### config.mk
export PLATFORM = sky130hd
export DESIGN_NAME = control_unit
export DESIGN_NICKNAME = d
export VERILOG_FILES = /design/src/logic/datapath_pkg.sv /design/src/logic/isa_pkg.sv /design/src/logic/control_unit.sv
export VERILOG_INCLUDE_DIRS = /design/src /design/src/logic
export SDC_FILE = /design/constraint.sdc
export NUM_CORES = 1
export LEC_CHECK = 0
export ABC_AREA = 1
export BUFFER_PORTS_ARGS = -buffer_cell sky130_fd_sc_hd__buf_4
export CORE_AREA = 2 2 44 63
export DETAILED_ROUTE_END_ITERATION = 12
export DIE_AREA = 0 0 46 65
export GPL_TIMING_DRIVEN = 0
export PLACE_DENSITY = 0.86
export SYNTH_ARGS = -nofsm -noshare
export SYNTH_HDL_FRONTEND = slang
export SYNTH_SLANG_ARGS = --single-unit
### constraint.sdc
create_clock -name clk -period 1.5 [get_ports clk]
set_input_delay 0.3 -clock clk [delete_from_list [all_inputs] [get_ports clk]]
set_output_delay 0.3 -clock clk [all_outputs]
set_load 0.02 [all_outputs]
### src/logic/cpu_params.svh
`ifndef CPU_PARAMS_SVH
`define CPU_PARAMS_SVH

`define CPU_WORD_W          16
`define CPU_ADDR_W          10
`define CPU_OPC_W           6
`define CPU_IM_DEPTH        1024
`define CPU_DM_DEPTH        1024
`define CPU_NREG_EN         16

// bit positions in the write, increment and clear enables
`define CPU_SLOT_PC         1
`define CPU_SLOT_AR         2
`define CPU_SLOT_IR         3
`define CPU_SLOT_AC         4
`define CPU_SLOT_R          5
`define CPU_SLOT_R4         7
`define CPU_SLOT_R3         8
`define CPU_SLOT_R2         9
`define CPU_SLOT_R1         10
`define CPU_SLOT_DM         11
`define CPU_SLOT_ALU_TO_AC  12
`define CPU_SLOT_OPS_TO_ALU 14

`endif
### src/logic/datapath_pkg.sv
`default_nettype none

`include "cpu_params.svh"

package datapath_pkg;

    typedef logic [`CPU_WORD_W-1:0]  word_t;
    typedef logic [`CPU_ADDR_W-1:0]  addr_t;
    typedef logic [`CPU_NREG_EN-1:0] reg_en_t;  // one bit per slot

    // sources of the shared bus
    typedef enum logic [3:0] {
        SRC_NONE = 4'd0,
        SRC_IR   = 4'd4,
        SRC_AC   = 4'd5,
        SRC_R1   = 4'd7,
        SRC_R2   = 4'd8,
        SRC_R3   = 4'd9,
        SRC_R4   = 4'd10,
        SRC_DM   = 4'd12,
        SRC_IM   = 4'd13
    } bus_src_t;

endpackage

`default_nettype wire

### src/logic/isa_pkg.sv
`default_nettype none

`include "cpu_params.svh"

package isa_pkg;

    // code of each opcode is also its first execute state
    typedef enum logic [`CPU_OPC_W-1:0] {
        OP_LDAC   = 6'd3,  OP_LDIAC  = 6'd5,  OP_STAC   = 6'd8,
        OP_MVAC   = 6'd9,  OP_MVACAR = 6'd10,
        OP_MVACR1 = 6'd11, OP_MVACR2 = 6'd12, OP_MVACR3 = 6'd13, OP_MVACR4 = 6'd14,
        OP_MVR1AC = 6'd15, OP_MVR2AC = 6'd16, OP_MVR3AC = 6'd17, OP_MVR4AC = 6'd18,
        OP_ADD    = 6'd19, OP_MULT   = 6'd20, OP_LSHIFT = 6'd21, OP_SUB    = 6'd22,
        OP_INAC   = 6'd23, OP_JPNZ   = 6'd24, OP_JMPZ   = 6'd26, OP_NOP    = 6'd28,
        OP_CLAC   = 6'd30, OP_END    = 6'd31
    } opcode_t;

    typedef enum logic [5:0] {
        S_START   = 6'd0,  S_FETCH1  = 6'd1,  S_FETCH2  = 6'd2,
        S_LDAC    = 6'd3,  S_LDAC2   = 6'd4,  S_LDIAC   = 6'd5,  S_LDIAC2  = 6'd6,
        S_STAC    = 6'd8,  S_MVAC    = 6'd9,  S_MVACAR  = 6'd10,
        S_MVACR1  = 6'd11, S_MVACR2  = 6'd12, S_MVACR3  = 6'd13, S_MVACR4  = 6'd14,
        S_MVR1AC  = 6'd15, S_MVR2AC  = 6'd16, S_MVR3AC  = 6'd17, S_MVR4AC  = 6'd18,
        S_ADD     = 6'd19, S_MULT    = 6'd20, S_LSHIFT  = 6'd21, S_SUB     = 6'd22,
        S_INAC    = 6'd23, S_JPNZ    = 6'd24, S_JPNZ2   = 6'd25,
        S_JMPZ    = 6'd26, S_JMPZ2   = 6'd27, S_NOP     = 6'd28,
        S_CLAC    = 6'd30, S_END     = 6'd31,
        S_STAC2   = 6'd32, S_ADD2    = 6'd33, S_SUB2    = 6'd34,
        S_MULT2   = 6'd35, S_LSHIFT2 = 6'd36, S_ENDOP   = 6'd37
    } ctrl_state_t;

    typedef enum logic [2:0] {
        ALU_NONE   = 3'd0,
        ALU_ADD    = 3'd1,
        ALU_SUB    = 3'd2,
        ALU_MULT   = 3'd3,
        ALU_LSHIFT = 3'd4
    } alu_op_t;

endpackage

`default_nettype wire

### src/logic/control_unit.sv
`default_nettype none

`include "cpu_params.svh"

module control_unit (
    input  logic                   clk,
    input  logic                   reset,
    input  logic                   run,
    input  isa_pkg::opcode_t       opcode,
    input  logic                   z,
    output datapath_pkg::reg_en_t  write_en,
    output datapath_pkg::reg_en_t  inc_en,
    output datapath_pkg::reg_en_t  clr_en,
    output datapath_pkg::bus_src_t read_en,
    output isa_pkg::alu_op_t       alu_op,
    output logic                   mem_we,
    output logic                   busy,
    output logic                   done
);
    import isa_pkg::*;
    import datapath_pkg::*;

    ctrl_state_t state;
    ctrl_state_t next_state;

    always_ff @(posedge clk) begin
        if (reset) begin
            state <= S_START;
            done  <= 1'b0;
        end else begin
            state <= next_state;
            done  <= (state == S_ENDOP);  // one cycle behind ENDOP
        end
    end

    assign busy   = (state != S_START) && (state != S_ENDOP);
    assign mem_we = write_en[`CPU_SLOT_DM];

    always_comb begin
        write_en   = '0;
        inc_en     = '0;
        clr_en     = '0;
        read_en    = SRC_NONE;
        alu_op     = ALU_NONE;
        next_state = S_FETCH1;
        case (state)
            S_START:  next_state = run ? S_FETCH1 : S_START;
            S_FETCH1: begin
                read_en                = SRC_IM;
                write_en[`CPU_SLOT_IR] = 1'b1;
                next_state             = S_FETCH2;
            end
            S_FETCH2: begin
                inc_en[`CPU_SLOT_PC] = 1'b1;
                case (opcode)
                    OP_LDAC, OP_LDIAC, OP_STAC, OP_MVAC, OP_MVACAR, OP_MVACR1, OP_MVACR2,
                    OP_MVACR3, OP_MVACR4, OP_MVR1AC, OP_MVR2AC, OP_MVR3AC, OP_MVR4AC,
                    OP_ADD, OP_MULT, OP_LSHIFT, OP_SUB, OP_INAC, OP_JPNZ, OP_JMPZ,
                    OP_NOP, OP_CLAC, OP_END: next_state = ctrl_state_t'(opcode);
                    default:                 next_state = S_FETCH1;  // unknown acts as nop
                endcase
            end
            S_LDAC: begin
                read_en                = SRC_AC;
                write_en[`CPU_SLOT_AR] = 1'b1;
                next_state             = S_LDAC2;
            end
            S_LDIAC: begin
                read_en                = SRC_IR;  // ar keeps the address field
                write_en[`CPU_SLOT_AR] = 1'b1;
                next_state             = S_LDIAC2;
            end
            S_LDAC2, S_LDIAC2: begin
                read_en                = SRC_DM;
                write_en[`CPU_SLOT_AC] = 1'b1;
            end
            S_STAC: begin
                read_en    = SRC_AC;
                next_state = S_STAC2;
            end
            S_STAC2: begin
                read_en                = SRC_AC;
                write_en[`CPU_SLOT_DM] = 1'b1;
            end
            S_MVAC, S_MVACAR, S_MVACR1, S_MVACR2, S_MVACR3, S_MVACR4: begin
                read_en = SRC_AC;
                case (state)
                    S_MVAC:   write_en[`CPU_SLOT_R]  = 1'b1;
                    S_MVACAR: write_en[`CPU_SLOT_AR] = 1'b1;
                    S_MVACR1: write_en[`CPU_SLOT_R1] = 1'b1;
                    S_MVACR2: write_en[`CPU_SLOT_R2] = 1'b1;
                    S_MVACR3: write_en[`CPU_SLOT_R3] = 1'b1;
                    default:  write_en[`CPU_SLOT_R4] = 1'b1;
                endcase
            end
            S_MVR1AC, S_MVR2AC, S_MVR3AC, S_MVR4AC: begin
                write_en[`CPU_SLOT_AC] = 1'b1;
                case (state)
                    S_MVR1AC: read_en = SRC_R1;
                    S_MVR2AC: read_en = SRC_R2;
                    S_MVR3AC: read_en = SRC_R3;
                    default:  read_en = SRC_R4;
                endcase
            end
            S_ADD, S_SUB, S_MULT, S_LSHIFT: begin
                write_en[`CPU_SLOT_OPS_TO_ALU] = 1'b1;  // alu latches its result
                case (state)
                    S_ADD: begin
                        alu_op     = ALU_ADD;
                        next_state = S_ADD2;
                    end
                    S_SUB: begin
                        alu_op     = ALU_SUB;
                        next_state = S_SUB2;
                    end
                    S_MULT: begin
                        alu_op     = ALU_MULT;
                        next_state = S_MULT2;
                    end
                    default: begin
                        alu_op     = ALU_LSHIFT;
                        next_state = S_LSHIFT2;
                    end
                endcase
            end
            S_ADD2, S_SUB2, S_MULT2, S_LSHIFT2: write_en[`CPU_SLOT_ALU_TO_AC] = 1'b1;
            S_INAC:  inc_en[`CPU_SLOT_AC] = 1'b1;
            S_CLAC:  clr_en[`CPU_SLOT_AC] = 1'b1;
            S_JPNZ:  next_state = z ? S_FETCH1 : S_JPNZ2;
            S_JMPZ:  next_state = z ? S_JMPZ2 : S_FETCH1;
            S_JPNZ2, S_JMPZ2: begin
                read_en                = SRC_IR;
                write_en[`CPU_SLOT_PC] = 1'b1;  // pc takes the address field
            end
            S_END:   next_state = S_ENDOP;
            S_ENDOP: next_state = S_ENDOP;
            default: next_state = S_FETCH1;
        endcase
    end

    // every bus load has a source on the bus
    a_bus_src: assert property (@(posedge clk) disable iff (reset)
        (|write_en[`CPU_SLOT_R1:`CPU_SLOT_AR]) |-> (read_en != SRC_NONE));

    a_mem_we: assert property (@(posedge clk) disable iff (reset)
        mem_we |-> (state == S_STAC2) && ($past(state) == S_STAC));

    a_done: assert property (@(posedge clk) disable iff (reset)
        done |-> (state == S_ENDOP) && ($past(state) == S_ENDOP));

endmodule

`default_nettype wire

==> flow_metrics.env <==
export IMPL_drt_first_pass_iters=4
export IMPL_crit_slowest_cell="dfxtp_4"
export IMPL_grt_max_degree=9
export IMPL_drc=0
export IMPL_die_y_um=65
export IMPL_critPathArrivalTime_ps=1480
export IMPL_violations="negative setup slack"
export IMPL_topRoutingLayerUsed="met4"
export IMPL_finalSetupTns_ps=-3540
export IMPL_clock_sinks=7
export IMPL_cts_path_max_buffers=2
export IMPL_routed_via_density=4.65
export IMPL_die_x_um=46
export IMPL_core_um2=2480
export IMPL_ys_seq_area_frac=0.147
export IMPL_reg2regPathDepth=9
export IMPL_whs_ps=230
export IMPL_grt_overflow=0
export IMPL_p_total_mw=1.24
export IMPL_track_usage=0.202
export IMPL_worst_slack_ps=-282
export IMPL_cts_htree_levels=1
export IMPL_wl_met2_um=1880
export IMPL_synth_area_leaders="buf_4 27%, dfxtp_1 15%, nor2_1 13%, nand2_1 11%, nand3_1 7.3%"
export IMPL_grt_pass1_wl_um=4490
export IMPL_antenna_cells=0
export IMPL_drt_iter0_drc=16
export IMPL_crit_chain="inv_4 > nor2_4 > nand2_8 > inv_1 > nor3_2 > nand4_1 > buf_6"
export IMPL_cts_made_buffers=3
export IMPL_maxCapViolCount=0
export IMPL_crit_type="reg -> out"
export IMPL_grt_pass1_vias=1100
export IMPL_ys_seq_elements=7
export IMPL_ys_async_sr_fraction=0
export IMPL_place_congestion=0.864
export IMPL_io_pins=68
export IMPL_period_needed_ps=1780
export IMPL_start_util=0.386
export IMPL_std_cell_rows=22
export IMPL_num_vias=1294
export IMPL_nets=265
export IMPL_setup_viol=26
export IMPL_maxSlewViolCount=0
export IMPL_wl_um=3500
export IMPL_tritoncts="yes"
export IMPL_clockRootBuffer="clkbuf_4"
export IMPL_ir_worst_vdd_v=0.000625
export IMPL_port_buffers=34
export IMPL_yosysTopAreaCell="buf_4"
export IMPL_yosysWarnings=0
export IMPL_clock_latency_ps=270
export IMPL_wl_per_cell_um=12.6
export IMPL_synth_edf_count=0
export IMPL_max_clock_freq_ghz=0.561
export IMPL_syn_to_final_growth_pct=103
export IMPL_cp_required_ps=1200
export IMPL_fin_crit_sh=1.19
export IMPL_hold_class="in -> reg"
export IMPL_dieArea_um2=2990
export IMPL_status="complete, but fails checks"
export IMPL_postRouteAntennaNets=0
export IMPL_synthCells=166
export IMPL_holdBufCountCts=0
export IMPL_start_kind="flip-flop"
export IMPL_wl_met3_um=272
export IMPL_netlist_top_cells_count="34 x buf_4, 34 x nor2_1, 29 x nand2_1, 18 x inv_1, 14 x nand3_1"
export IMPL_crit_fanout=4
export IMPL_p_leak_nw=1.02
export IMPL_end_kind="output pin"
export IMPL_cp_slowest_stage_delay_ps=370
export IMPL_antenna_found_initial=0
export IMPL_fin_worst_skew_ps=4.53
export IMPL_holdPathStages=2
export IMPL_synth_top_area_frac=0.267
export IMPL_path_clk_slew_ps=50
export IMPL_final_layout_size_suffix_gt1_frac=0.630
export IMPL_synth_cell_types=18
export IMPL_synth_area_um2=956
export IMPL_syn_avg_cell_area_um2=5.76
export IMPL_hold_viol_final=0
export IMPL_drt_met1_wl_um=1160
export IMPL_rsz0062_at_grt="yes"
export IMPL_dp_hpwl_um=2080
export IMPL_synth_ff_type="dfxtp_1"
export IMPL_power_density_nw_per_um2=639
## sequential cells by signal, indices dropped and copies added (netlist names)
signal,flops
done,1
state,6
## report_power, final
group | switching [mW] | leakage [nW] | internal [mW] | total [mW]
clock network | 0.0797 | 0.0150 | 0.102 | 0.182
registers | 0.0367 | 0.0613 | 0.200 | 0.237
logic | 0.470 | 0.949 | 0.353 | 0.823
## final timing paths
path                            startpoint    endpoint  slack, ps
worst max-delay path              state[3]  read_en[0]       -280
worst min-delay path                 reset    state[1]        230
worst max register to register    state[5]    state[2]        -30
worst min register to register    state[3]        done        750
## cell families (layout without fill, tap and decap cells)
| group | Yosys count | after routing | share of synthesized area |
|---|---|---|---|
| compound gates | 13 | 13 | 0.0759 |
| buf+inv | 52 | 108 | 0.338 |
| flops | 7 | 7 | 0.147 |
| other cells | 1 | 33 | 0.00392 |
| simple gates | 93 | 93 | 0.436 |
## critical path, delay by kind of cell (launching register included)
kind / cells / cell delay (ps)
flip-flops: 1 / 370
AND/OR/NAND/NOR: 4 / 520
buffers and inverters: 3 / 310
## per-layer routing
metal | up-vias | global-route usage
met5 | - | 0
met4 | 0 | 0.154
met3 | 21 | 0.0279
met2 | 75 | 0.375
met1 | 561 | 0.179
li1 | 637 | -
## cells in the final DEF, fill, tap and decap left out
master / instances
inv_4: 4
nor3b_1: 1
a21oi_2: 2
nor3_1: 1
and2_4: 1
dfxtp_1: 1
buf_12: 1
nand3_1: 6
inv_1: 7
nor2_4: 19
nand2_2: 7
nand3_2: 8
conb_1: 33
inv_2: 7
nand2_1: 17
nor3_4: 2
nor3_2: 3
buf_4: 64
o31ai_2: 1
o211ai_1: 2
a21oi_1: 4
o21ai_2: 3
clkbuf_1: 1
o21ai_0: 1
nand2_8: 1
clkbuf_4: 3
nand2_4: 6
nand4_1: 2
or2_2: 1
buf_6: 21
nor2_1: 18
dfxtp_4: 6
## per-stage QoR
step	instance area, µm²	std cells	utilization	worst slack, ps
CTS	1660	270	0.672	-217
global placement	1390	256	0.561	-273
floorplan	1100	198	-	-51.0
global route	1940	278	0.784	-327
detailed placement	1390	256	0.561	-294
finish	1940	278	0.784	-282
## cell type report
type                    instances  area [µm²]
plain buffers                  34         255
clock buffers                   4        26.3
fillers                       171         534
inverters                      18        77.6
multi-input cells             139         910
flip-flops and latches          7         163
well taps                      24        30.0
repair buffers                 52         482
## repair_timing
item | 4_1_cts | 5_1_grt
endpoints found under the setup margin | 24 | 29
pin swaps | 8 | 19
resized for setup | 59 | 58
setup buffers | 10 | 8
Power figures use the tool's default switching activity.
