**src/logic/cpu_params.svh**
```systemverilog
`ifndef CPU_PARAMS_SVH
`define CPU_PARAMS_SVH

`define CPU_WORD_W          16
`define CPU_ADDR_W          10
`define CPU_OPC_W           6
`define CPU_IM_DEPTH        1024
`define CPU_DM_DEPTH        1024
`define CPU_NREG_EN         16

// bit positions in the write, increment and clear enables
`define CPU_SLOT_PC         1
`define CPU_SLOT_AR         2
`define CPU_SLOT_IR         3
`define CPU_SLOT_AC         4
`define CPU_SLOT_R          5
`define CPU_SLOT_R4         7
`define CPU_SLOT_R3         8
`define CPU_SLOT_R2         9
`define CPU_SLOT_R1         10
`define CPU_SLOT_DM         11
`define CPU_SLOT_ALU_TO_AC  12
`define CPU_SLOT_OPS_TO_ALU 14

`endif
```
**src/logic/datapath_pkg.sv**
```systemverilog
`default_nettype none

`include "cpu_params.svh"

package datapath_pkg;

    typedef logic [`CPU_WORD_W-1:0]  word_t;
    typedef logic [`CPU_ADDR_W-1:0]  addr_t;
    typedef logic [`CPU_NREG_EN-1:0] reg_en_t;  // one bit per slot

    // sources of the shared bus
    typedef enum logic [3:0] {
        SRC_NONE = 4'd0,
        SRC_IR   = 4'd4,
        SRC_AC   = 4'd5,
        SRC_R1   = 4'd7,
        SRC_R2   = 4'd8,
        SRC_R3   = 4'd9,
        SRC_R4   = 4'd10,
        SRC_DM   = 4'd12,
        SRC_IM   = 4'd13
    } bus_src_t;

endpackage

`default_nettype wire

```
**src/logic/isa_pkg.sv**
```systemverilog
`default_nettype none

`include "cpu_params.svh"

package isa_pkg;

    // code of each opcode is also its first execute state
    typedef enum logic [`CPU_OPC_W-1:0] {
        OP_LDAC   = 6'd3,  OP_LDIAC  = 6'd5,  OP_STAC   = 6'd8,
        OP_MVAC   = 6'd9,  OP_MVACAR = 6'd10,
        OP_MVACR1 = 6'd11, OP_MVACR2 = 6'd12, OP_MVACR3 = 6'd13, OP_MVACR4 = 6'd14,
        OP_MVR1AC = 6'd15, OP_MVR2AC = 6'd16, OP_MVR3AC = 6'd17, OP_MVR4AC = 6'd18,
        OP_ADD    = 6'd19, OP_MULT   = 6'd20, OP_LSHIFT = 6'd21, OP_SUB    = 6'd22,
        OP_INAC   = 6'd23, OP_JPNZ   = 6'd24, OP_JMPZ   = 6'd26, OP_NOP    = 6'd28,
        OP_CLAC   = 6'd30, OP_END    = 6'd31
    } opcode_t;

    typedef enum logic [5:0] {
        S_START   = 6'd0,  S_FETCH1  = 6'd1,  S_FETCH2  = 6'd2,
        S_LDAC    = 6'd3,  S_LDAC2   = 6'd4,  S_LDIAC   = 6'd5,  S_LDIAC2  = 6'd6,
        S_STAC    = 6'd8,  S_MVAC    = 6'd9,  S_MVACAR  = 6'd10,
        S_MVACR1  = 6'd11, S_MVACR2  = 6'd12, S_MVACR3  = 6'd13, S_MVACR4  = 6'd14,
        S_MVR1AC  = 6'd15, S_MVR2AC  = 6'd16, S_MVR3AC  = 6'd17, S_MVR4AC  = 6'd18,
        S_ADD     = 6'd19, S_MULT    = 6'd20, S_LSHIFT  = 6'd21, S_SUB     = 6'd22,
        S_INAC    = 6'd23, S_JPNZ    = 6'd24, S_JPNZ2   = 6'd25,
        S_JMPZ    = 6'd26, S_JMPZ2   = 6'd27, S_NOP     = 6'd28,
        S_CLAC    = 6'd30, S_END     = 6'd31,
        S_STAC2   = 6'd32, S_ADD2    = 6'd33, S_SUB2    = 6'd34,
        S_MULT2   = 6'd35, S_LSHIFT2 = 6'd36, S_ENDOP   = 6'd37
    } ctrl_state_t;

    typedef enum logic [2:0] {
        ALU_NONE   = 3'd0,
        ALU_ADD    = 3'd1,
        ALU_SUB    = 3'd2,
        ALU_MULT   = 3'd3,
        ALU_LSHIFT = 3'd4
    } alu_op_t;

endpackage

`default_nettype wire

```
**src/logic/register_bank.sv**
```systemverilog
`default_nettype none

`include "cpu_params.svh"

module register_bank (
    input  logic                   clk,
    input  logic                   reset,
    input  datapath_pkg::reg_en_t  write_en,
    input  datapath_pkg::reg_en_t  inc_en,
    input  datapath_pkg::reg_en_t  clr_en,
    input  datapath_pkg::bus_src_t read_en,
    input  datapath_pkg::word_t    im_data,
    input  datapath_pkg::word_t    dm_data,
    input  datapath_pkg::word_t    alu_result,
    output datapath_pkg::addr_t    pc,
    output datapath_pkg::addr_t    ar,
    output datapath_pkg::word_t    ac,
    output datapath_pkg::word_t    r,
    output isa_pkg::opcode_t       opcode,
    output logic                   z
);
    import isa_pkg::*;
    import datapath_pkg::*;

    word_t ir;
    word_t r1;
    word_t r2;
    word_t r3;
    word_t r4;
    word_t bus;

    // clear beats load, load beats increment
    function automatic word_t next_word(word_t cur, word_t d, logic wr, logic inc, logic clr);
        if (clr) begin
            return '0;
        end
        if (wr) begin
            return d;
        end
        return inc ? cur + 1'b1 : cur;
    endfunction

    always_comb begin
        case (read_en)
            SRC_IR:  bus = ir;
            SRC_AC:  bus = ac;
            SRC_R1:  bus = r1;
            SRC_R2:  bus = r2;
            SRC_R3:  bus = r3;
            SRC_R4:  bus = r4;
            SRC_DM:  bus = dm_data;
            SRC_IM:  bus = im_data;
            default: bus = '0;
        endcase
    end

    always_ff @(posedge clk) begin
        if (reset) begin
            pc <= '0;
            ar <= '0;
            ir <= '0;
            ac <= '0;
            r  <= '0;
            r1 <= '0;
            r2 <= '0;
            r3 <= '0;
            r4 <= '0;
        end else begin
            if (clr_en[`CPU_SLOT_PC]) begin
                pc <= '0;
            end else if (write_en[`CPU_SLOT_PC]) begin
                pc <= ir[`CPU_ADDR_W-1:0];  // jump target
            end else if (inc_en[`CPU_SLOT_PC]) begin
                pc <= pc + 1'b1;
            end
            if (clr_en[`CPU_SLOT_AR]) begin
                ar <= '0;
            end else if (write_en[`CPU_SLOT_AR]) begin
                ar <= bus[`CPU_ADDR_W-1:0];
            end else if (inc_en[`CPU_SLOT_AR]) begin
                ar <= ar + 1'b1;
            end
            if (write_en[`CPU_SLOT_ALU_TO_AC]) begin
                ac <= alu_result;
            end else begin
                ac <= next_word(ac, bus, write_en[`CPU_SLOT_AC], inc_en[`CPU_SLOT_AC],
                                clr_en[`CPU_SLOT_AC]);
            end
            ir <= next_word(ir, bus, write_en[`CPU_SLOT_IR], inc_en[`CPU_SLOT_IR],
                            clr_en[`CPU_SLOT_IR]);
            r  <= next_word(r, bus, write_en[`CPU_SLOT_R], inc_en[`CPU_SLOT_R],
                            clr_en[`CPU_SLOT_R]);
            r1 <= next_word(r1, bus, write_en[`CPU_SLOT_R1], inc_en[`CPU_SLOT_R1],
                            clr_en[`CPU_SLOT_R1]);
            r2 <= next_word(r2, bus, write_en[`CPU_SLOT_R2], inc_en[`CPU_SLOT_R2],
                            clr_en[`CPU_SLOT_R2]);
            r3 <= next_word(r3, bus, write_en[`CPU_SLOT_R3], inc_en[`CPU_SLOT_R3],
                            clr_en[`CPU_SLOT_R3]);
            r4 <= next_word(r4, bus, write_en[`CPU_SLOT_R4], inc_en[`CPU_SLOT_R4],
                            clr_en[`CPU_SLOT_R4]);
        end
    end

    assign opcode = opcode_t'(ir[`CPU_WORD_W-1 -: `CPU_OPC_W]);
    assign z      = (ac == '0);

    // the control unit never loads and counts the same register
    a_no_wr_inc: assert property (@(posedge clk) disable iff (reset)
        (write_en & inc_en) == '0);

endmodule

`default_nettype wire

```
**config.mk**
```make
export PLATFORM = sky130hd
export DESIGN_NAME = register_bank
export DESIGN_NICKNAME = d
export VERILOG_FILES = /design/src/logic/datapath_pkg.sv /design/src/logic/isa_pkg.sv /design/src/logic/register_bank.sv
export VERILOG_INCLUDE_DIRS = /design/src /design/src/logic
export SDC_FILE = /design/constraint.sdc
export NUM_CORES = 1
export LEC_CHECK = 0
export BUFFER_PORTS_ARGS = -buffer_cell sky130_fd_sc_hd__buf_2
export CORE_MARGIN = 2
export CORE_UTILIZATION = 38
export CTS_CLUSTER_SIZE = 8
export DETAILED_ROUTE_END_ITERATION = 12
export PLACE_DENSITY_LB_ADDON = 0.1
export SETUP_SLACK_MARGIN = 0.02
export SKIP_LAST_GASP = 1
export SLEW_MARGIN = 20
export SYNTH_ARGS = -nofsm -noshare
export SYNTH_HDL_FRONTEND = slang
export SYNTH_SLANG_ARGS = --single-unit
```
**constraint.sdc**
```tcl
create_clock -name clk -period 3.6 [get_ports clk]
set_input_delay 0.18 -clock clk [delete_from_list [all_inputs] [get_ports clk]]
set_output_delay 0.18 -clock clk [all_outputs]
set_load 0.005 [all_outputs]
```
==> flow_metrics.env, run 1 <==
export IMPL_outcome="completed"
export IMPL_clk_root_buffer_cell="clkbuf_16"
export IMPL_cts_buffers=17
export IMPL_tns_ps=0
export IMPL_r2r_start="ac[0]"
export IMPL_synth_nets=1175
export IMPL_ff2ff_setup_slack_ps=1470
export IMPL_p_per_area_nw_per_um2=384.7
export IMPL_synth_top_area_share_pct=29.84
export IMPL_grt_pass1_wl_um=47230
export IMPL_slowest_stage="nor2b_1"
export IMPL_die_w_um=156.7
export IMPL_ir_worst_vdd_uv=207.7
export IMPL_min_path_cells=3
export IMPL_dieArea_um2=24540
export IMPL_yosysWarnings=0
export IMPL_clkLatencyLatePin_ps=430
export IMPL_dp_cells=1448
export IMPL_period_needed_ps=2423
export IMPL_die_y_um=156.7
export IMPL_detail_route_antenna_nets=0
export IMPL_syn_inst=1063
export IMPL_end_kind="register"
export IMPL_cts_buffer_depth=2
export IMPL_synth_enable_flop_cells=0
export IMPL_whs_ps=26.33
export IMPL_hold_violations=0
export IMPL_num_vias=8428
export IMPL_synth_adder_area_share_pct=1.413
export IMPL_first_pass_iters=5
export IMPL_start_util_pct=38.88
export IMPL_yosysTopAreaCell="dfxtp_1"
export IMPL_gp_congestion=0.9424
export IMPL_max_stage_delay_ps=720
export IMPL_synth_mux_area_share_pct=4.253
export IMPL_rsz0062_at_grt="no"
export IMPL_min_delay_start="alu_result[9]"
export IMPL_timing_final_crit_share_pct=67.30
export IMPL_worst_pin_slew_ps=897.6
export IMPL_synth_cell_types=84
export IMPL_critPathLaunchType="input port"
export IMPL_core_um2=22780
export IMPL_max_cap_violations=0
export IMPL_syn2layout_area_growth_pct=15.32
export IMPL_multi_input_area_um2=5710
export IMPL_vias_per_cell=5.695
export IMPL_cp_required_ps=3960
export IMPL_io_pins=161
export IMPL_synth_compound_area_share_pct=21.19
export IMPL_ys_seq_area_share_pct=29.84
export IMPL_grt_pass1_vias=7812
export IMPL_hold_end="ac[9]"
export IMPL_ys_flop_type="dfxtp_1"
export IMPL_grt_antenna_before_repair=0
export IMPL_power_leakage_uw=0.004202
export IMPL_final_area_um2=10210
export IMPL_fin_cells=1480
export IMPL_drc=0
export IMPL_critPathMaxFanout=48
export IMPL_grt_use_total_pct=25.34
export IMPL_cts_resized=0
export IMPL_fin_skew_ps=10.71
export IMPL_place_port_buffers=140
export IMPL_grt_overflow=0
export IMPL_setup_violations=0
export IMPL_netlist_area_um2=8856
export IMPL_hold_class="in -> reg"
export IMPL_seq_area_um2=2643
export IMPL_fmax_mhz=412.7
export IMPL_worstPathCellList="buf_2, nor2b_1, a311oi_1, o21a_1, or3_1, o211ai_1"
export IMPL_place_hpwl_um=22340
export IMPL_synthArstFlopShare_pct=0
export IMPL_clkTransAtPathRegs_ps=70
export IMPL_synth_simple_gate_area_share_pct=26.25
export IMPL_drt_total_wl_um=30920
export IMPL_cts_tree="yes"
export IMPL_crit_type="in -> reg"
export IMPL_clkSinkCount=132
export IMPL_yosys_register_bits=132
export IMPL_synth_top_family_by_area="simple AND/OR/NAND/NOR gates"
export IMPL_cp_data_arrival_time_ps=2780
export IMPL_hold_buffers=0
export IMPL_maxSlewViolCount=0
export IMPL_finalPower_uw=3929
export IMPL_htree_num_levels=4
export IMPL_grt_start_max_net_pins=49
export IMPL_fillerInstances=2366
export IMPL_wl_per_cell_um=20.89
export IMPL_antenna_cells=0
export IMPL_slew_headroom_pct=40.16
export IMPL_core_rowCount=55
export IMPL_final_nets=1266
export IMPL_drt_first_iter_violations=634
export IMPL_rr_endpoint="ac[14]"
export IMPL_avgSynthCellArea_um2=8.331
export IMPL_layout_drive_gt1_share_pct=20.74
export IMPL_synth_xor_area_share_pct=11.37
export IMPL_dpl_instance_area_um2=9622
export IMPL_synth_area_leaders="dfxtp_1 (30%), xnor2_1 (6.8%), a211oi_1 (5.3%)"
export IMPL_rr_worst_depth=6
export IMPL_postCtsSetupRepairBufs=0
layer usage:
metal | wire, µm | global-route usage, %
met3 | 1717 | 4.486
met2 | 13770 | 39.10
met5 | 0 | 0
met4 | 962 | 9.742
met1 | 14470 | 35.15
cells in the mapped netlist (7+ instances only):
library cell	n
a22o_1	8
mux2i_1	23
ha_1	10
nor2_1	112
o21ai_0	32
xnor2_1	69
xor2_1	46
a21o_1	7
nor4_1	13
nor2b_1	8
dfxtp_1	132
and3_1	22
mux2_2	13
and4_1	13
buf_6	10
nand4_1	45
o211a_1	19
a21oi_1	52
nand2b_1	10
nand2_1	68
buf_4	11
buf_1	8
nand3b_1	22
buf_2	8
or2_2	10
clkbuf_1	45
nor3_1	15
nand3_1	37
o21a_1	7
inv_1	16
a211oi_1	63
area by class of cell:
type / instances / area share (%)
clock buffer: 19 / 4.337
tap: 313 / 3.835
inverter: 17 / 0.6248
timing repair buffer: 155 / 7.964
clock inverter: 13 / 1.446
sequential: 132 / 25.88
multi-input combinational: 831 / 55.92
flip-flops by register name, summed over array words and instances, names as in the netlist:
signal  count
r3         16
r2         16
ir         16
ar         10
r          16
r4         16
r1         16
pc         10
ac         16
metrics by stage:
step | util [%] | setup WS, ps
2_1_floorplan | - | 1818
3_3_place_gp | 42.24 | 830.7
3_5_place_dp | 42.24 | 800.3
4_1_cts | 44.83 | 1257
5_1_grt | 44.83 | 949.3
6_report | 44.83 | 1177
how the worst max path moves through the flow:
stage	cells past startpoint	slack [ps]	endpoint	startpoint
floorplan	6	1820	ac[14]	ac[0]
global placement	6	830	r2[15]	read_en[3]
detailed placement	6	800	r2[15]	read_en[3]
CTS	6	1260	r2[15]	read_en[3]
global route	6	950	ac[15]	read_en[3]
finish	6	1180	r2[15]	read_en[3]
critical path, delay by kind of cell:
family	cells	cell delay, ps
compound gates	3	770
buf+inv	1	670
simple gates	2	1140
power breakdown:
part	total [µW]	switching (µW)	internal [µW]
Combinational	526	316	211
Clock	1790	741	1050
Sequential	1610	97.2	1520
layout by cell type (no fill, tap or decap), drive strengths merged, types with 38 or more instances in the layout:
master	netlist	routed
dfxtp	132	132
buf	37	155
nor2	113	113
xnor2	69	69
nand3	38	38
nand2	68	68
a211oi	69	69
xor2	46	46
nand4	46	46
a21oi	54	54
cell families (layout without fill, tap and decap cells):
| kind of cell | Yosys count | in the layout |
|---|---|---|
| simple gates | 420 | 420 |
| compound gates | 250 | 250 |
| flops | 132 | 132 |
| xor+xnor | 115 | 115 |
| buf+inv | 100 | 204 |
| mux | 36 | 36 |
| fa+ha+maj | 10 | 10 |
No activity file was read; power rests on OpenSTA's default activity.
==> inputs of run 2 (changes only) <==
--- a/config.mk
+++ b/config.mk
@@ -6,6 +6,7 @@
 export SDC_FILE = /design/constraint.sdc
 export NUM_CORES = 1
 export LEC_CHECK = 0
+export ABC_AREA = 1
 export BUFFER_PORTS_ARGS = -buffer_cell sky130_fd_sc_hd__buf_2
 export CORE_MARGIN = 2
 export CORE_UTILIZATION = 38
==> constraint.sdc (replaced) <==
create_clock -name clk -period 2 [get_ports clk]
set_input_delay 0.1 -clock clk [delete_from_list [all_inputs] [get_ports clk]]
set_output_delay 0.1 -clock clk [all_outputs]
set_load 0.005 [all_outputs]
==> run 2 against run 1 <==
  * Worst setup slack worse by 1000 ps
  * Count of clock-buffer cells in the layout is 2 higher
  * Final area is 22% higher
  * Final cell count is 57% higher
  * Sequential share of layout area is 4.6 points lower
  * Global-route usage is 3.9 points higher
  * Total power is 87% higher
  * Synthesized cell count is 68% higher
  * Die area is 15% higher
  * Routed wire length is 34% higher
  * Critical path type is now reg -> out
  * Critical endpoint is now z
  * Largest power group unchanged
  * Highest routed layer unchanged
==> flow_metrics.env, run 2 <==
export IMPL_outcome="completed"
export IMPL_grt_start_max_net_pins=55
export IMPL_layout_common_cells="nand2_1 (606), nand3_1 (281), a21oi_1 (174), nor2_1 (165), buf_2 (139)"
export IMPL_drc=0
export IMPL_fin_cells=2326
export IMPL_dieArea_um2=28120
export IMPL_setup_violations=0
export IMPL_hold_class="in -> reg"
export IMPL_antenna_cells=0
export IMPL_gp_congestion=0.9633
export IMPL_synth_top_family_by_area="simple AND/OR/NAND/NOR gates"
export IMPL_path_buf_inv=2
export IMPL_clkSinkCount=132
export IMPL_place_port_buffers=140
export IMPL_timing_final_crit_share_pct=93.33
export IMPL_io_pins=161
export IMPL_htree_num_levels=4
export IMPL_die_y_um=167.7
export IMPL_crit_type="reg -> out"
export IMPL_clkLatencyLatePin_ps=440
export IMPL_postCtsSetupRepairBufs=0
export IMPL_cp_data_arrival_time_ps=1770
export IMPL_syn_inst=1786
export IMPL_synth_most_common_cell="nand2_1"
export IMPL_vias_per_cell=5.384
export IMPL_synth_xor_area_share_pct=2.150
export IMPL_max_cap_violations=0
export IMPL_grt_antenna_before_repair=0
export IMPL_avgSynthCellArea_um2=5.701
export IMPL_worstPathCellList="inv_1, ha_1, nand4_1, nor4_1, buf_2"
export IMPL_drt_total_wl_um=41430
export IMPL_syn2layout_area_growth_pct=22.20
export IMPL_final_nets=2091
export IMPL_fin_skew_ps=13.50
export IMPL_synth_cell_types=40
export IMPL_critPathMaxFanout=5
export IMPL_die_w_um=167.7
export IMPL_critPathLaunchType="register"
export IMPL_ys_flop_type="dfxtp_1"
export IMPL_clk_root_buffer_cell="clkbuf_16"
export IMPL_cts_tree="yes"
export IMPL_synth_top_area_share_pct=25.95
export IMPL_grt_pass1_vias=11450
export IMPL_synthArstFlopShare_pct=0
export IMPL_start_util_pct=38.85
export IMPL_rsz0062_at_grt="no"
export IMPL_grt_pass1_wl_um=64210
export IMPL_core_um2=26210
export IMPL_slowest_stage="dfxtp_1"
export IMPL_first_pass_iters=6
export IMPL_grt_use_total_pct=29.23
export IMPL_max_stage_delay_ps=350
export IMPL_synth_simple_gate_area_share_pct=47.97
export IMPL_end_kind="output pin"
export IMPL_place_hpwl_um=30900
export IMPL_core_rowCount=59
export IMPL_cts_buffer_depth=2
export IMPL_synth_enable_flop_cells=0
export IMPL_synth_nets=1898
export IMPL_fmax_mhz=535.8
export IMPL_fillerInstances=2871
export IMPL_grt_overflow=0
export IMPL_drt_first_iter_violations=1115
export IMPL_num_vias=12520
export IMPL_clkTransAtPathRegs_ps=60
export IMPL_synth_adder_area_share_pct=1.229
export IMPL_p_per_area_nw_per_um2=589.7
export IMPL_dp_cells=2281
export IMPL_ir_worst_vdd_uv=413.3
export IMPL_yosys_register_bits=132
export IMPL_layout_commonest_cell="nand2_1"
export IMPL_cp_required_ps=1900
export IMPL_slew_headroom_pct=27.22
export IMPL_fin_util_pct=47.48
export IMPL_ys_seq_area_share_pct=25.95
export IMPL_detail_route_antenna_nets=0
export IMPL_wl_per_cell_um=17.81
export IMPL_synth_compound_area_share_pct=14.66
export IMPL_worst_pin_slew_ps=1088
export IMPL_hold_violations=0
export IMPL_synth_area_leaders="dfxtp_1 (26%), nand2_1 (22%), nand3_1 (14%)"
export IMPL_synthTopCellsByCount="nand2_1 (606), nand3_1 (281), a21oi_1 (174)"
export IMPL_power_leakage_uw=0.005340
export IMPL_netlist_area_um2=10180
export IMPL_layout_drive_gt1_share_pct=15.82
export IMPL_synth_mux_area_share_pct=0
export IMPL_period_needed_ps=1867
export IMPL_yosysWarnings=0
export IMPL_maxSlewViolCount=0
export IMPL_cpLargestDelayFamily="simple AND/OR/NAND/NOR gates"
export IMPL_whs_ps=9.781
export IMPL_cts_buffers=17
export IMPL_yosysTopAreaCell="dfxtp_1"
==> run 2: cell count changes in the layout (fill, tap and decap cells not counted), sizes merged, moves of 30 or more <==
| cell | change |
|---|---|
| nor2 | +80 |
| xnor2 | -60 |
| a211oi | -68 |
| o21ai | +44 |
| nand3 | +243 |
| buf | +77 |
| xor2 | -30 |
| nand2 | +542 |
| inv | +106 |
| a21oi | +120 |
==> run 2: through the flow <==
step / setup TNS [ps] / total power, µW / instance area, µm² / setup WS (ps)
after floorplan: 0 / 3609 / 10180 / 497.9
after global placement: -1073 / 4148 / 11730 / -170.2
after detailed placement: -1523 / 4156 / 11730 / -184.6
after CTS: 0 / 7330 / 12440 / 97.75
after global routing: 0 / 7620 / 12440 / 43.27
final: 0 / 7338 / 12440 / 133.5
==> run 2: tightest hold or removal path, stage by stage <==
cell and delay (ps):
buf_2 70, nor2_1 100, nand2_1 90, inv_1 30
==> run 2: path summary, 6_finish.rpt <==
path             start     end  slack [ps]  depth (start not counted)
max              ac[0]       z         130                          5
min          clr_en[1]   pc[1]          10                          4
max reg2reg     r3[10]  r1[10]         210                          6
min reg2reg       r[1]    r[1]         510                          2
==> run 2: logic make-up after synthesis <==
kind of cell,after synthesis
XOR/XNOR,25
buffers and inverters,200
flip-flops,132
adder cells (fa/ha/maj),10
AO/OA/AOI/OAI,282
AND/OR/NAND/NOR,1137
==> run 2: report_power, final <==
group / total (µW) / internal (µW) / switching, µW / leakage, µW
Clock: 3200 / 1890 / 1310 / 0.000286
Sequential: 2920 / 2740 / 188 / 0.00108
Combinational: 1220 / 465 / 752 / 0.00398
==> run 2: area by class of cell <==
class / count / area [µm²] / share of cell area (%)
multi-input combinational: 1454 / 6724 / 54.04
sequential: 132 / 2643 / 21.24
timing repair buffer: 246 / 1609 / 12.93
inverter: 128 / 480.5 / 3.861
clock buffer: 21 / 460.4 / 3.700
tap: 335 / 419.2 / 3.369
clock inverter: 10 / 107.6 / 0.8648
==> run 2: repair_timing <==
item,in CTS,in global routing
hold buffers,14,0
endpoints found under the hold margin,18,0
endpoints found under the setup margin,0,1
gates resized for setup,0,1
==> run 2: layer usage <==
metal  part of all wire (%)  GRT usage (%)
met2                     45          47.10
met4                    3.0          9.868
met5                      0              0
met3                    7.5          4.514
met1                     45          39.94
