--- src/logic/cpu_params.svh ---
`ifndef CPU_PARAMS_SVH
`define CPU_PARAMS_SVH

`define CPU_WORD_W          16
`define CPU_ADDR_W          10
`define CPU_OPC_W           6
`define CPU_IM_DEPTH        1024
`define CPU_DM_DEPTH        1024
`define CPU_NREG_EN         16

// bit positions in the write, increment and clear enables
`define CPU_SLOT_PC         1
`define CPU_SLOT_AR         2
`define CPU_SLOT_IR         3
`define CPU_SLOT_AC         4
`define CPU_SLOT_R          5
`define CPU_SLOT_R4         7
`define CPU_SLOT_R3         8
`define CPU_SLOT_R2         9
`define CPU_SLOT_R1         10
`define CPU_SLOT_DM         11
`define CPU_SLOT_ALU_TO_AC  12
`define CPU_SLOT_OPS_TO_ALU 14

`endif
--- src/logic/datapath_pkg.sv ---
`default_nettype none

`include "cpu_params.svh"

package datapath_pkg;

    typedef logic [`CPU_WORD_W-1:0]  word_t;
    typedef logic [`CPU_ADDR_W-1:0]  addr_t;
    typedef logic [`CPU_NREG_EN-1:0] reg_en_t;  // one bit per slot

    // sources of the shared bus
    typedef enum logic [3:0] {
        SRC_NONE = 4'd0,
        SRC_IR   = 4'd4,
        SRC_AC   = 4'd5,
        SRC_R1   = 4'd7,
        SRC_R2   = 4'd8,
        SRC_R3   = 4'd9,
        SRC_R4   = 4'd10,
        SRC_DM   = 4'd12,
        SRC_IM   = 4'd13
    } bus_src_t;

endpackage

`default_nettype wire

--- src/logic/isa_pkg.sv ---
`default_nettype none

`include "cpu_params.svh"

package isa_pkg;

    // code of each opcode is also its first execute state
    typedef enum logic [`CPU_OPC_W-1:0] {
        OP_LDAC   = 6'd3,  OP_LDIAC  = 6'd5,  OP_STAC   = 6'd8,
        OP_MVAC   = 6'd9,  OP_MVACAR = 6'd10,
        OP_MVACR1 = 6'd11, OP_MVACR2 = 6'd12, OP_MVACR3 = 6'd13, OP_MVACR4 = 6'd14,
        OP_MVR1AC = 6'd15, OP_MVR2AC = 6'd16, OP_MVR3AC = 6'd17, OP_MVR4AC = 6'd18,
        OP_ADD    = 6'd19, OP_MULT   = 6'd20, OP_LSHIFT = 6'd21, OP_SUB    = 6'd22,
        OP_INAC   = 6'd23, OP_JPNZ   = 6'd24, OP_JMPZ   = 6'd26, OP_NOP    = 6'd28,
        OP_CLAC   = 6'd30, OP_END    = 6'd31
    } opcode_t;

    typedef enum logic [5:0] {
        S_START   = 6'd0,  S_FETCH1  = 6'd1,  S_FETCH2  = 6'd2,
        S_LDAC    = 6'd3,  S_LDAC2   = 6'd4,  S_LDIAC   = 6'd5,  S_LDIAC2  = 6'd6,
        S_STAC    = 6'd8,  S_MVAC    = 6'd9,  S_MVACAR  = 6'd10,
        S_MVACR1  = 6'd11, S_MVACR2  = 6'd12, S_MVACR3  = 6'd13, S_MVACR4  = 6'd14,
        S_MVR1AC  = 6'd15, S_MVR2AC  = 6'd16, S_MVR3AC  = 6'd17, S_MVR4AC  = 6'd18,
        S_ADD     = 6'd19, S_MULT    = 6'd20, S_LSHIFT  = 6'd21, S_SUB     = 6'd22,
        S_INAC    = 6'd23, S_JPNZ    = 6'd24, S_JPNZ2   = 6'd25,
        S_JMPZ    = 6'd26, S_JMPZ2   = 6'd27, S_NOP     = 6'd28,
        S_CLAC    = 6'd30, S_END     = 6'd31,
        S_STAC2   = 6'd32, S_ADD2    = 6'd33, S_SUB2    = 6'd34,
        S_MULT2   = 6'd35, S_LSHIFT2 = 6'd36, S_ENDOP   = 6'd37
    } ctrl_state_t;

    typedef enum logic [2:0] {
        ALU_NONE   = 3'd0,
        ALU_ADD    = 3'd1,
        ALU_SUB    = 3'd2,
        ALU_MULT   = 3'd3,
        ALU_LSHIFT = 3'd4
    } alu_op_t;

endpackage

`default_nettype wire

--- src/logic/alu.sv ---
`default_nettype none

module alu (
    input  logic                clk,
    input  logic                reset,
    input  isa_pkg::alu_op_t    alu_op,
    input  logic                operands_to_alu,
    input  datapath_pkg::word_t ac,
    input  datapath_pkg::word_t r,
    output datapath_pkg::word_t result
);
    import isa_pkg::*;
    import datapath_pkg::*;

    word_t op_result;

    // all results are cut to the word width
    always_comb begin
        case (alu_op)
            ALU_ADD:    op_result = ac + r;
            ALU_SUB:    op_result = ac - r;
            ALU_MULT:   op_result = ac * r;         // low half of product
            ALU_LSHIFT: op_result = ac << r[3:0];
            default:    op_result = '0;
        endcase
    end

    always_ff @(posedge clk) begin
        if (reset) begin
            result <= '0;
        end else if (operands_to_alu) begin
            result <= op_result;
        end
    end

endmodule

`default_nettype wire

--- config.mk ---
export PLATFORM = sky130hd
export DESIGN_NAME = alu
export DESIGN_NICKNAME = d
export VERILOG_FILES = /design/src/logic/datapath_pkg.sv /design/src/logic/isa_pkg.sv /design/src/logic/alu.sv
export VERILOG_INCLUDE_DIRS = /design/src /design/src/logic
export SDC_FILE = /design/constraint.sdc
export NUM_CORES = 1
export LEC_CHECK = 0
export BUFFER_PORTS_ARGS = -buffer_cell sky130_fd_sc_hd__buf_2
export CORE_MARGIN = 4
export CORE_UTILIZATION = 40
export DETAILED_ROUTE_END_ITERATION = 7
export PLACE_DENSITY_LB_ADDON = 0.08
export SLEW_MARGIN = 20
export SYNTH_ARGS = -nofsm -noshare
export SYNTH_HDL_FRONTEND = slang
export SYNTH_SLANG_ARGS = --single-unit
--- constraint.sdc ---
create_clock -name clk -period 6.3 [get_ports clk]
set_input_delay 0.63 -clock clk [delete_from_list [all_inputs] [get_ports clk]]
set_output_delay 0.63 -clock clk [all_outputs]
set_load 0.005 [all_outputs]
==> results by group, run 1 <==
CTS
  • Setup Fix Bufs, Post-CTS: 0
  • Clock Sinks: 16
  • Root Buffer: clkbuf_16
  • CTS Hold Buffers Added: 0
  • CTS buffer count: 3
  • Max Root-Sink Buffers: 2
  • Clock slew at reported path FFs: 0.05 ns
  • Worst skew pair latency: 0.25 ns
  • Post-CTS Resized: 0
  • H-tree depth: 1
  • TritonCTS clock tree: done

Worst setup path
  • Crit path required time: 6.44 ns
  • Worst-path maximum fanout: 20
  • Worst reg2reg path endpoint: result[14]$_SDFFE_PP0P_
  • Reg2reg start: result[14]$_SDFFE_PP0P_
  • R2R depth: 6
  • Worst Setup Start Kind: primary input
  • R2R Setup Slk: 5.14 ns
  • Kind of critical path: primary input to flop
  • Crit path DAT: 5.90 ns
  • Crit end category: flop

Drt
  • Wire per inst: 18.7 µm
  • Total wire length: 19400 µm
  • Antenna-violating nets left: 0
  • Router iterations before antenna repair: 8
  • Vias: 5550
  • Via/cell ratio: 5.35
  • DRC: 0
  • Starting DRT DRC Count: 315

Die
  • DIE AREA: 17700 µm²
  • Row Count: 45
  • Die Y: 133 µm
  • Die width: 133 µm
  • Starting Density: 41.1%
  • Core area: 15300 µm²
  • I/O Pins: 54

GRT
  • Vias in the first global route: 5826
  • GRT Util Overall: 22.2%
  • Global route overflow: 0
  • Initial antenna violation count: 0
  • First-pass GRT wire length: 31400 µm
  • Largest net degree at the start of global routing: 35

STA
  • Final period utilization: 91.4%
  • Slew @ Worst Pin: 1.04 ns
  • RSZ-0062 raised after global routing: false
  • Hold Fails Final Rpt: 0
  • Setup TNS: 0 ns
  • Minimum clock period: 5.76 ns
  • Final Slew Violations: 0
  • Slew headroom: 30.3%
  • Final setup viols: 0
  • WHS: 0.481 ns
  • Clk_skew: 0 ns
  • Max Clk Rate: 174 MHz

Min path
  • Worst Hold End: result[11]$_SDFFE_PP0P_
  • Hold Path Class: flop to flop
  • Worst hold path depth: 1
  • HP Start: result[11]$_SDFFE_PP0P_

Yosys
  • Post-synth top area share: 25.9%
  • Yosys cell types: 66
  • Syn Nets: 984
  • Cell Area, Synth: 6270 µm²
  • Flops & latches, synth: 16
  • Synth async-reset ratio: 0%
  • Sequential share of the synthesized area: 5.11%
  • Synth area leader: fa_1
  • Most used DFF post-synth: dfxtp_1
  • Syn Inst Count: 798
  • Synth Warn #: 0
  • Syn Area/Cell: 7.86 µm²
  • Ranking of synthesized cells by area: fa_1 (26%), ha_1 (13%), inv_1 (7.9%)
  • Number of synthesized flops with an enable pin: 0

Outcome
  • Status: complete, no violations

Finish
  • Diode count: 0
  • Largest registers: result: 16 flops
  • Max reg flops: 16
  • Commonest non-fill, non-tap cell in the layout: inv_1
  • Layout cells sized above 1: 9.67%
  • Final #Nets: 1014
  • Commonest non-fill, non-tap cells in the layout: inv_1 (132), nand2_1 (101), fa_1 (81)
  • Biggest register: result
  • Area delta synth->final: 8.66%

Pwr
  • Leak: 3.29 nW
  • Power Density: 340 nW/µm²
  • Max VDD drop: 0.242 mV

Place
  • Port Buffers: 53
  • GP Congestion: 0.870
  • HPWL after detailed placement: 15900 µm

Run
  • MaxCap Viol Count: 0
==> power breakdown <==
group	switching [mW]	total, mW	internal (mW)
Clock	0.0413	0.138	0.0965
Combinational	1.18	2.06	0.883
Sequential	0.00464	0.114	0.110
Total	1.23	2.32	1.09
==> stage by stage <==
stage	instance area, µm²	worst slack, ns	utilization [%]	cells	power, mW
finish	6810	0.539	44.7	1038	2.32
CTS	6810	0.499	44.7	1038	2.36
global route	6810	0.0969	44.7	1038	2.59
floorplan	6270	0.0219	-	798	1.60
global placement	6730	0.315	44.1	1034	2.18
detailed placement	6730	0.240	44.1	1034	2.20
==> worst max-delay path, stage by stage <==
cell	delay, ns
buf_2	0.35
nand2_1	0.12
fa_1	0.49
fa_1	0.59
fa_1	0.45
fa_1	0.54
inv_1	0.05
fa_1	0.47
inv_1	0.05
fa_1	0.49
inv_1	0.05
ha_1	0.32
a21oi_1	0.19
nor2b_1	0.08
or3_1	0.33
xor2_1	0.16
a221o_1	0.36
a22o_1	0.17
==> kinds of logic (layout without fill, tap and decap cells) <==
kind of cell	after synthesis	count (layout)	share of synthesized area, %
fa+ha+maj	148	148	39.2
simple gates	252	252	19.6
buf+inv	174	203	10.6
compound gates	131	131	13.9
mux	12	12	2.17
xor+xnor	65	65	9.42
flops	16	16	5.11
==> synth_stat cells, types with 6 or more instances <==
cell type / number
inv_1: 132
nand2_1: 101
fa_1: 81
ha_1: 67
and2_1: 61
xnor2_1: 48
nor2_1: 45
a21oi_1: 42
clkbuf_1: 35
o21ai_1: 17
dfxtp_1: 16
xor2_1: 15
nor3_1: 11
mux2i_1: 8
nand3_1: 8
a221oi_1: 6
a22o_1: 6
==> metal layers <==
| layer | wire length, µm | track usage (%) | vias up |
|---|---|---|---|
| met3 | 1170 | 2.11 | 21 |
| met4 | 297 | 3.37 | 0 |
| met5 | 0 | 0 | - |
| met2 | 8880 | 36.4 | 185 |
| met1 | 9070 | 32.6 | 2717 |
| li1 | - | - | 2627 |
==> cell type report <==
class,count,area (µm²)
inverter,135,507
sequential,16,320
tap,211,264
timing repair buffer,64,348
multi-input combinational,608,5290
clock buffer,4,88.8
fill,1578,8440
==> worst max path at each step <==
stage                     start                 endpoint  depth (start not counted)
after floorplan            r[2]  result[13]$_SDFFE_PP0P_                         20
after global placement    ac[3]  result[14]$_SDFFE_PP0P_                         22
after detailed placement  ac[2]  result[14]$_SDFFE_PP0P_                         22
after CTS                 ac[2]  result[14]$_SDFFE_PP0P_                         22
after global routing      ac[2]  result[14]$_SDFFE_PP0P_                         22
final                      r[3]  result[13]$_SDFFE_PP0P_                         18
No activity file was read; power rests on OpenSTA's default activity.
==> run 2, diff against run 1 <==
BUFFER_PORTS_ARGS = default   (was -buffer_cell sky130_fd_sc_hd__buf_2)
DONT_BUFFER_PORTS = 1   (was default)
==> results by group, run 2 (same netlist as run 1, synthesis figures left out) <==
Die
  • DIE AREA: 17700 µm² (unchanged)
  • Starting Density: 41.1% (unchanged)
  • Row Count: 45 (unchanged)
  • I/O Pins: 54 (unchanged)
  • Die Y: 133 µm (unchanged)
  • Die width: 133 µm (unchanged)
  • Core area: 15300 µm² (unchanged)

CTS
  • Root Buffer: clkbuf_16
  • Post-CTS Resized: 0 (unchanged)
  • CTS buffer count: 3 (unchanged)
  • Setup Fix Bufs, Post-CTS: 0 (unchanged)
  • TritonCTS clock tree: done
  • Worst skew pair latency: 0.24 ns (about the same)
  • Clock Sinks: 16 (unchanged)
  • CTS Hold Buffers Added: 0 (unchanged)
  • H-tree depth: 1 (unchanged)
  • Max Root-Sink Buffers: 2 (unchanged)
  • Clock slew at reported path FFs: 0.05 ns (about the same)

Min path
  • Hold Path Class: primary input to flop
  • Worst hold path depth: 1 (unchanged)
  • HP Start: reset

Outcome
  • Status: complete, no violations

STA
  • Max Clk Rate: 182 MHz (+4.8%)
  • Setup TNS: 0 ns (unchanged)
  • Slew @ Worst Pin: 0.972 ns (-0.0696 ns)
  • Minimum clock period: 5.50 ns (-0.263 ns)
  • Final Slew Violations: 0 (unchanged)
  • Final period utilization: 87.3% (-4.2 points)
  • Slew headroom: 34.9% (+4.7 points)
  • WHS: 0.451 ns (-0.0293 ns)
  • Hold Fails Final Rpt: 0 (unchanged)
  • RSZ-0062 raised after global routing: false
  • Final setup viols: 0 (unchanged)
  • Clk_skew: 0 ns (unchanged)

Worst setup path
  • Crit path DAT: 5.64 ns (-0.26 ns)
  • CP endpoint: result[13]$_SDFFE_PP0P_
  • Crit path depth: 19 (+1)
  • Top Family by Delay on Critical Path: adder cells
  • Crit end category: flop
  • Worst-path maximum fanout: 14 (-30%)
  • Reg2reg start: result[14]$_SDFFE_PP0P_
  • CP Launch Point: r[5]
  • Max incr delay on CP: 0.52 ns (-0.07 ns)
  • Kind of critical path: primary input to flop
  • R2R Setup Slk: 5.05 ns (-0.09 ns)
  • CP max stage cell: fa_1
  • Worst path buffer plus inverter count: 5 (+1)
  • Crit path required time: 6.44 ns (about the same)
  • R2R depth: 6 (unchanged)
  • Most numerous cell on the critical path: fa_1
  • Worst Setup Start Kind: primary input
  • Crit-path cells: inv_1 -> nor2_1 -> fa_1 -> inv_1 -> fa_1 -> inv_1 -> fa_1 -> fa_1 -> fa_1 -> inv_1 -> fa_1 -> inv_1 -> ha_1 -> nand3_1 -> a21oi_1 -> or3_1 -> xor2_1 -> a221o_1 -> a22o_1
  • Worst reg2reg path endpoint: result[14]$_SDFFE_PP0P_

Pwr
  • Power Density: 340 nW/µm² (about the same)
  • Max VDD drop: 0.218 mV (-10%)
  • Leak: 3.01 nW (-8.4%)

GRT
  • Initial antenna violation count: 0 (unchanged)
  • Vias in the first global route: 5705 (-2.1%)
  • Largest net degree at the start of global routing: 35 (unchanged)
  • GRT Util Overall: 22.0% (-0.21 points)
  • First-pass GRT wire length: 31000 µm (-1.1%)
  • Global route overflow: 0 (unchanged)

Drt
  • Via/cell ratio: 5.41 (+1.2%)
  • Router iterations before antenna repair: 6 (-2)
  • Starting DRT DRC Count: 439 (+39%)
  • Total wire length: 19000 µm (-1.9%)
  • Antenna-violating nets left: 0 (unchanged)
  • DRC: 0 (unchanged)
  • Wire per inst: 19.5 µm (+4.3%)
  • Vias: 5282 (-4.8%)

Finish
  • Commonest non-fill, non-tap cell in the layout: inv_1
  • Largest registers: result: 16 flops
  • Biggest register: result
  • Fillcell total: 1603 (+1.6%)
  • Commonest non-fill, non-tap cells in the layout: inv_1 (132), nand2_1 (101), fa_1 (81)
  • Diode count: 0 (unchanged)
  • Fin util: 42.5% (-2.2 points)
  • Final #Nets: 952 (-6.1%)
  • Layout cells sized above 1: 2.35% (-7.3 points)
  • Max reg flops: 16 (unchanged)
  • Layout Cells excl Fill: 976 (-6.0%)
  • Area delta synth->final: 3.35%

Place
  • GP Congestion: 0.915 (+5.2%)
  • HPWL after detailed placement: 15100 µm (-5.2%)
  • Cell total after placement: 972 (-6.0%)
  • Port Buffers: 0 (-100%)

Run
  • MaxCap Viol Count: 0 (unchanged)
[run 2: cell types whose count changed in the layout (fill, tap and decap cells not counted)]
cell,change
buf_4,-9
buf_2,-53
[run 2: how the worst min path moves through the flow]
| stage | endpoint | slack (ns) |
|---|---|---|
| finish | result[5]$_SDFFE_PP0P_ | 0.45 |
| global route | result[3]$_SDFFE_PP0P_ | 0.44 |
| CTS | result[0]$_SDFFE_PP0P_ | 0.45 |
| detailed placement | result[11]$_SDFFE_PP0P_ | 0.50 |
| global placement | result[11]$_SDFFE_PP0P_ | 0.50 |
| floorplan | result[11]$_SDFFE_PP0P_ | 0.47 |
[run 2: per-stage QoR]
stage | setup slack [ns] | cell area [µm²] | total power [mW]
CTS | 0.792 | 6480 | 2.24
floorplan | 0.0219 | 6270 | 1.60
global route | 0.493 | 6480 | 2.47
global placement | 0.575 | 6390 | 2.08
finish | 0.802 | 6480 | 2.20
detailed placement | 0.533 | 6390 | 2.08
[run 2: worst register-to-register path, delay by kind of cell (launching register included)]
kind | cells | cell delay, ns
AOI/OAI and AO/OA | 4 | 0.60
DFF | 1 | 0.34
and+or+nand+nor | 2 | 0.16
[run 2: report_power, final]
part	total [mW]	leakage [nW]	switching [mW]	internal, mW
clock	0.135	0.0442	0.0391	0.0964
sequential	0.117	0.130	0.00747	0.110
combinational	1.95	2.84	1.09	0.865
total	2.20	3.01	1.13	1.07
[run 2: routing by layer]
layer  GRT usage, %  up-vias  part of all wire [%]
met5              0        -                     0
met4           3.60        0                   1.7
met3           4.68       28                   7.4
met2           36.5      172                    46
met1           30.2     2582                    45
li1               -     2500                     -
[run 2: area by class of cell]
cell class	instances	area [µm²]	area share, %
clock buffers	4	88.8	1.37
repair buffers	2	15.0	0.232
inverters	135	507	7.82
well taps	211	264	4.07
flip-flops and latches	16	320	4.94
multi-input cells	608	5290	81.6
==> run 3, diff against run 2 <==
ABC_CLOCK_PERIOD_IN_PS = 4500   (was default)
clock period = 4.5 ns   (was 6.3 ns; I/O delays follow)
==> results by group, run 3 (same netlist as run 1, synthesis figures left out) <==
Outcome
  • Status: finished, violations left
  • Failing checks: negative setup slack

Drt
  • Vias: 5489 (+3.9%)
  • Via/cell ratio: 5.42 (+0.22%)
  • DRC: 0 (unchanged)
  • Router iterations before antenna repair: 6 (unchanged)
  • Wire per inst: 19.5 µm (about the same)
  • Total wire length: 19700 µm (+3.6%)
  • Antenna-violating nets left: 0 (unchanged)
  • Starting DRT DRC Count: 361 (-18%)

Finish
  • Commonest non-fill, non-tap cells in the layout: inv_1 (122), nand2_1 (100), fa_1 (77)
  • Largest registers: result: 16 flops
  • Max reg flops: 16 (unchanged)
  • Area delta synth->final: 12.5%
  • Layout cells sized above 1: 13.7% (+11 points)
  • Biggest register: result
  • Cell area after layout: 7050 µm² (+8.8%)
  • Final #Nets: 988 (+3.8%)
  • Diode count: 0 (unchanged)
  • Commonest non-fill, non-tap cell in the layout: inv_1

Pwr
  • Psw: 1.97 mW (+74%)
  • Sw Share: 47.4% (-4.0 points)
  • Sequential share of power: 4.0% (-1.3 points)
  • Clock Power Share: 4.6% (-1.5 points)
  • Gate power share: 91.4% (+2.9 points)
  • Max VDD drop: 0.435 mV (+100%)
  • Leak: 3.21 nW (+6.7%)
  • Power Density: 590 nW/µm² (+73%)
  • Int Pwr: 2.19 mW (+100%)

GRT
  • Vias in the first global route: 5856 (+2.6%)
  • GRT Util Overall: 22.4% (+0.40 points)
  • First-pass GRT wire length: 31700 µm (+2.1%)
  • Largest net degree at the start of global routing: 35 (unchanged)
  • Global route overflow: 0 (unchanged)
  • Initial antenna violation count: 0 (unchanged)

Place
  • Port Buffers: 0 (unchanged)
  • Placed Area: 6840 µm² (+6.9%)
  • Place WS: -0.893 ns (-1.43 ns)
  • HPWL after detailed placement: 15800 µm (+4.5%)
  • GP Congestion: 0.904 (-1.2%)

STA
  • Final Slew Violations: 0 (unchanged)
  • RSZ-0062 raised after global routing: true
  • Slew @ Worst Pin: 0.533 ns (-0.439 ns)
  • Fin worst setup slack: -0.531 ns (-1.33 ns)
  • Hold Fails Final Rpt: 0 (unchanged)
  • Max Clk Rate: 199 MHz
  • Minimum clock period: 5.03 ns
  • Final setup viols: 6 (+6)
  • Clk_skew: 0 ns (unchanged)
  • Final period utilization: 112%
  • Slew headroom: 64.2% (+29 points)

CTS
  • Root Buffer: clkbuf_16
  • CTS buffer count: 3 (unchanged)
  • TritonCTS clock tree: done
  • H-tree depth: 1 (unchanged)
  • Max Root-Sink Buffers: 2 (unchanged)
  • Worst skew pair latency: 0.24 ns (about the same)
  • Clock Sinks: 16 (unchanged)
  • Clock slew at reported path FFs: 0.05 ns (about the same)

Worst setup path
  • Worst-path maximum fanout: 9 (-5)
  • Crit end category: flop
  • Crit path DAT: 5.17 ns (-0.47 ns)
  • Kind of critical path: primary input to flop
  • Worst Setup Start Kind: primary input
  • Crit path required time: 4.64 ns (-1.80 ns)

Die
  • DIE AREA: 17700 µm² (unchanged)
  • Die width: 133 µm (unchanged)
  • Die Y: 133 µm (unchanged)
  • Core area: 15300 µm² (unchanged)
  • Starting Density: 41.1% (unchanged)
  • Row Count: 45 (unchanged)
  • I/O Pins: 54 (unchanged)

Run
  • MaxCap Viol Count: 0 (unchanged)

Min path
  • Hold Path Class: primary input to flop
## run 3: cell count changes in the layout (fill, tap and decap cells not counted), moves of 3 or more
cell | before | now
buf_4 | 2 | 37
ha_1 | 67 | 55
ha_4 | 0 | 10
inv_1 | 132 | 122
inv_2 | 3 | 13
a21oi_1 | 42 | 35
a21oi_2 | 0 | 6
and2_1 | 61 | 55
and2_4 | 0 | 6
fa_1 | 81 | 77
fa_2 | 0 | 4
a221oi_1 | 6 | 3
a221oi_2 | 0 | 3
## run 3: worst paths after layout
path | slack (ns) | startpoint | depth (start not counted) | to
max | -0.53 | ac[7] | 18 | result[13]$_SDFFE_PP0P_
min | 0.26 | reset | 1 | result[14]$_SDFFE_PP0P_
max reg2reg | 3.24 | result[14]$_SDFFE_PP0P_ | 6 | result[14]$_SDFFE_PP0P_
min reg2reg | 0.51 | result[11]$_SDFFE_PP0P_ | 1 | result[11]$_SDFFE_PP0P_
## run 3: timing repair
| action | CTS | global route |
|---|---|---|
| resized for setup | 13 | 15 |
| setup endpoints to repair | 7 | 7 |
| pin swaps | 28 | 13 |
| buffers inserted | 0 | 1 |
| hold buffers | 0 | 0 |
## run 3: metrics by stage
stage	setup TNS, ns	std cells	hold slack, ns	utilization (%)	total power [mW]
finish	-1.98	1012	0.263	46.2	4.16
global route	-3.25	1012	0.256	46.2	4.61
CTS	-2.30	1011	0.264	45.8	4.11
detailed placement	-4.85	1007	0.511	44.8	3.70
global placement	-4.54	1007	0.503	44.8	3.69
floorplan	-4.47	798	0.466	-	2.60
## run 3: area by class of cell
class | count | area (µm²)
Fill cell | 1523 | 8210
Multi-Input combinational cell | 608 | 5580
Inverter | 135 | 507
Sequential cell | 16 | 320
Timing Repair Buffer | 38 | 289
Tap cell | 211 | 264
Clock buffer | 4 | 88.8
## run 3: routing by layer
layer / track usage (%) / vias to the layer above / wire (µm)
met1: 31.0 / 2705 / 8780
met3: 4.83 / 34 / 1540
met5: 0 / - / 0
li1: - / 2566 / -
met4: 4.80 / 0 / 388
met2: 36.3 / 184 / 9020
## run 3: power groups by stage
stage	clock (mW)	sequential, mW	combinational, mW
2_1_floorplan	0	0.163	2.44
3_3_place_gp	0	0.169	3.52
3_5_place_dp	0	0.168	3.53
4_1_cts	0.198	0.165	3.75
5_1_grt	0.205	0.166	4.24
6_report	0.193	0.165	3.80
## run 3: critical path: stages
cell     delay (ns)
and2_4         0.14
fa_1           0.54
inv_1          0.05
fa_1           0.49
fa_1           0.43
fa_1           0.49
inv_1          0.05
fa_1           0.48
inv_1          0.05
fa_1           0.49
inv_2          0.05
ha_4           0.25
a21oi_4        0.13
nor2b_1        0.07
or3_1          0.36
xor2_1         0.16
a221o_1        0.32
a22o_1         0.17
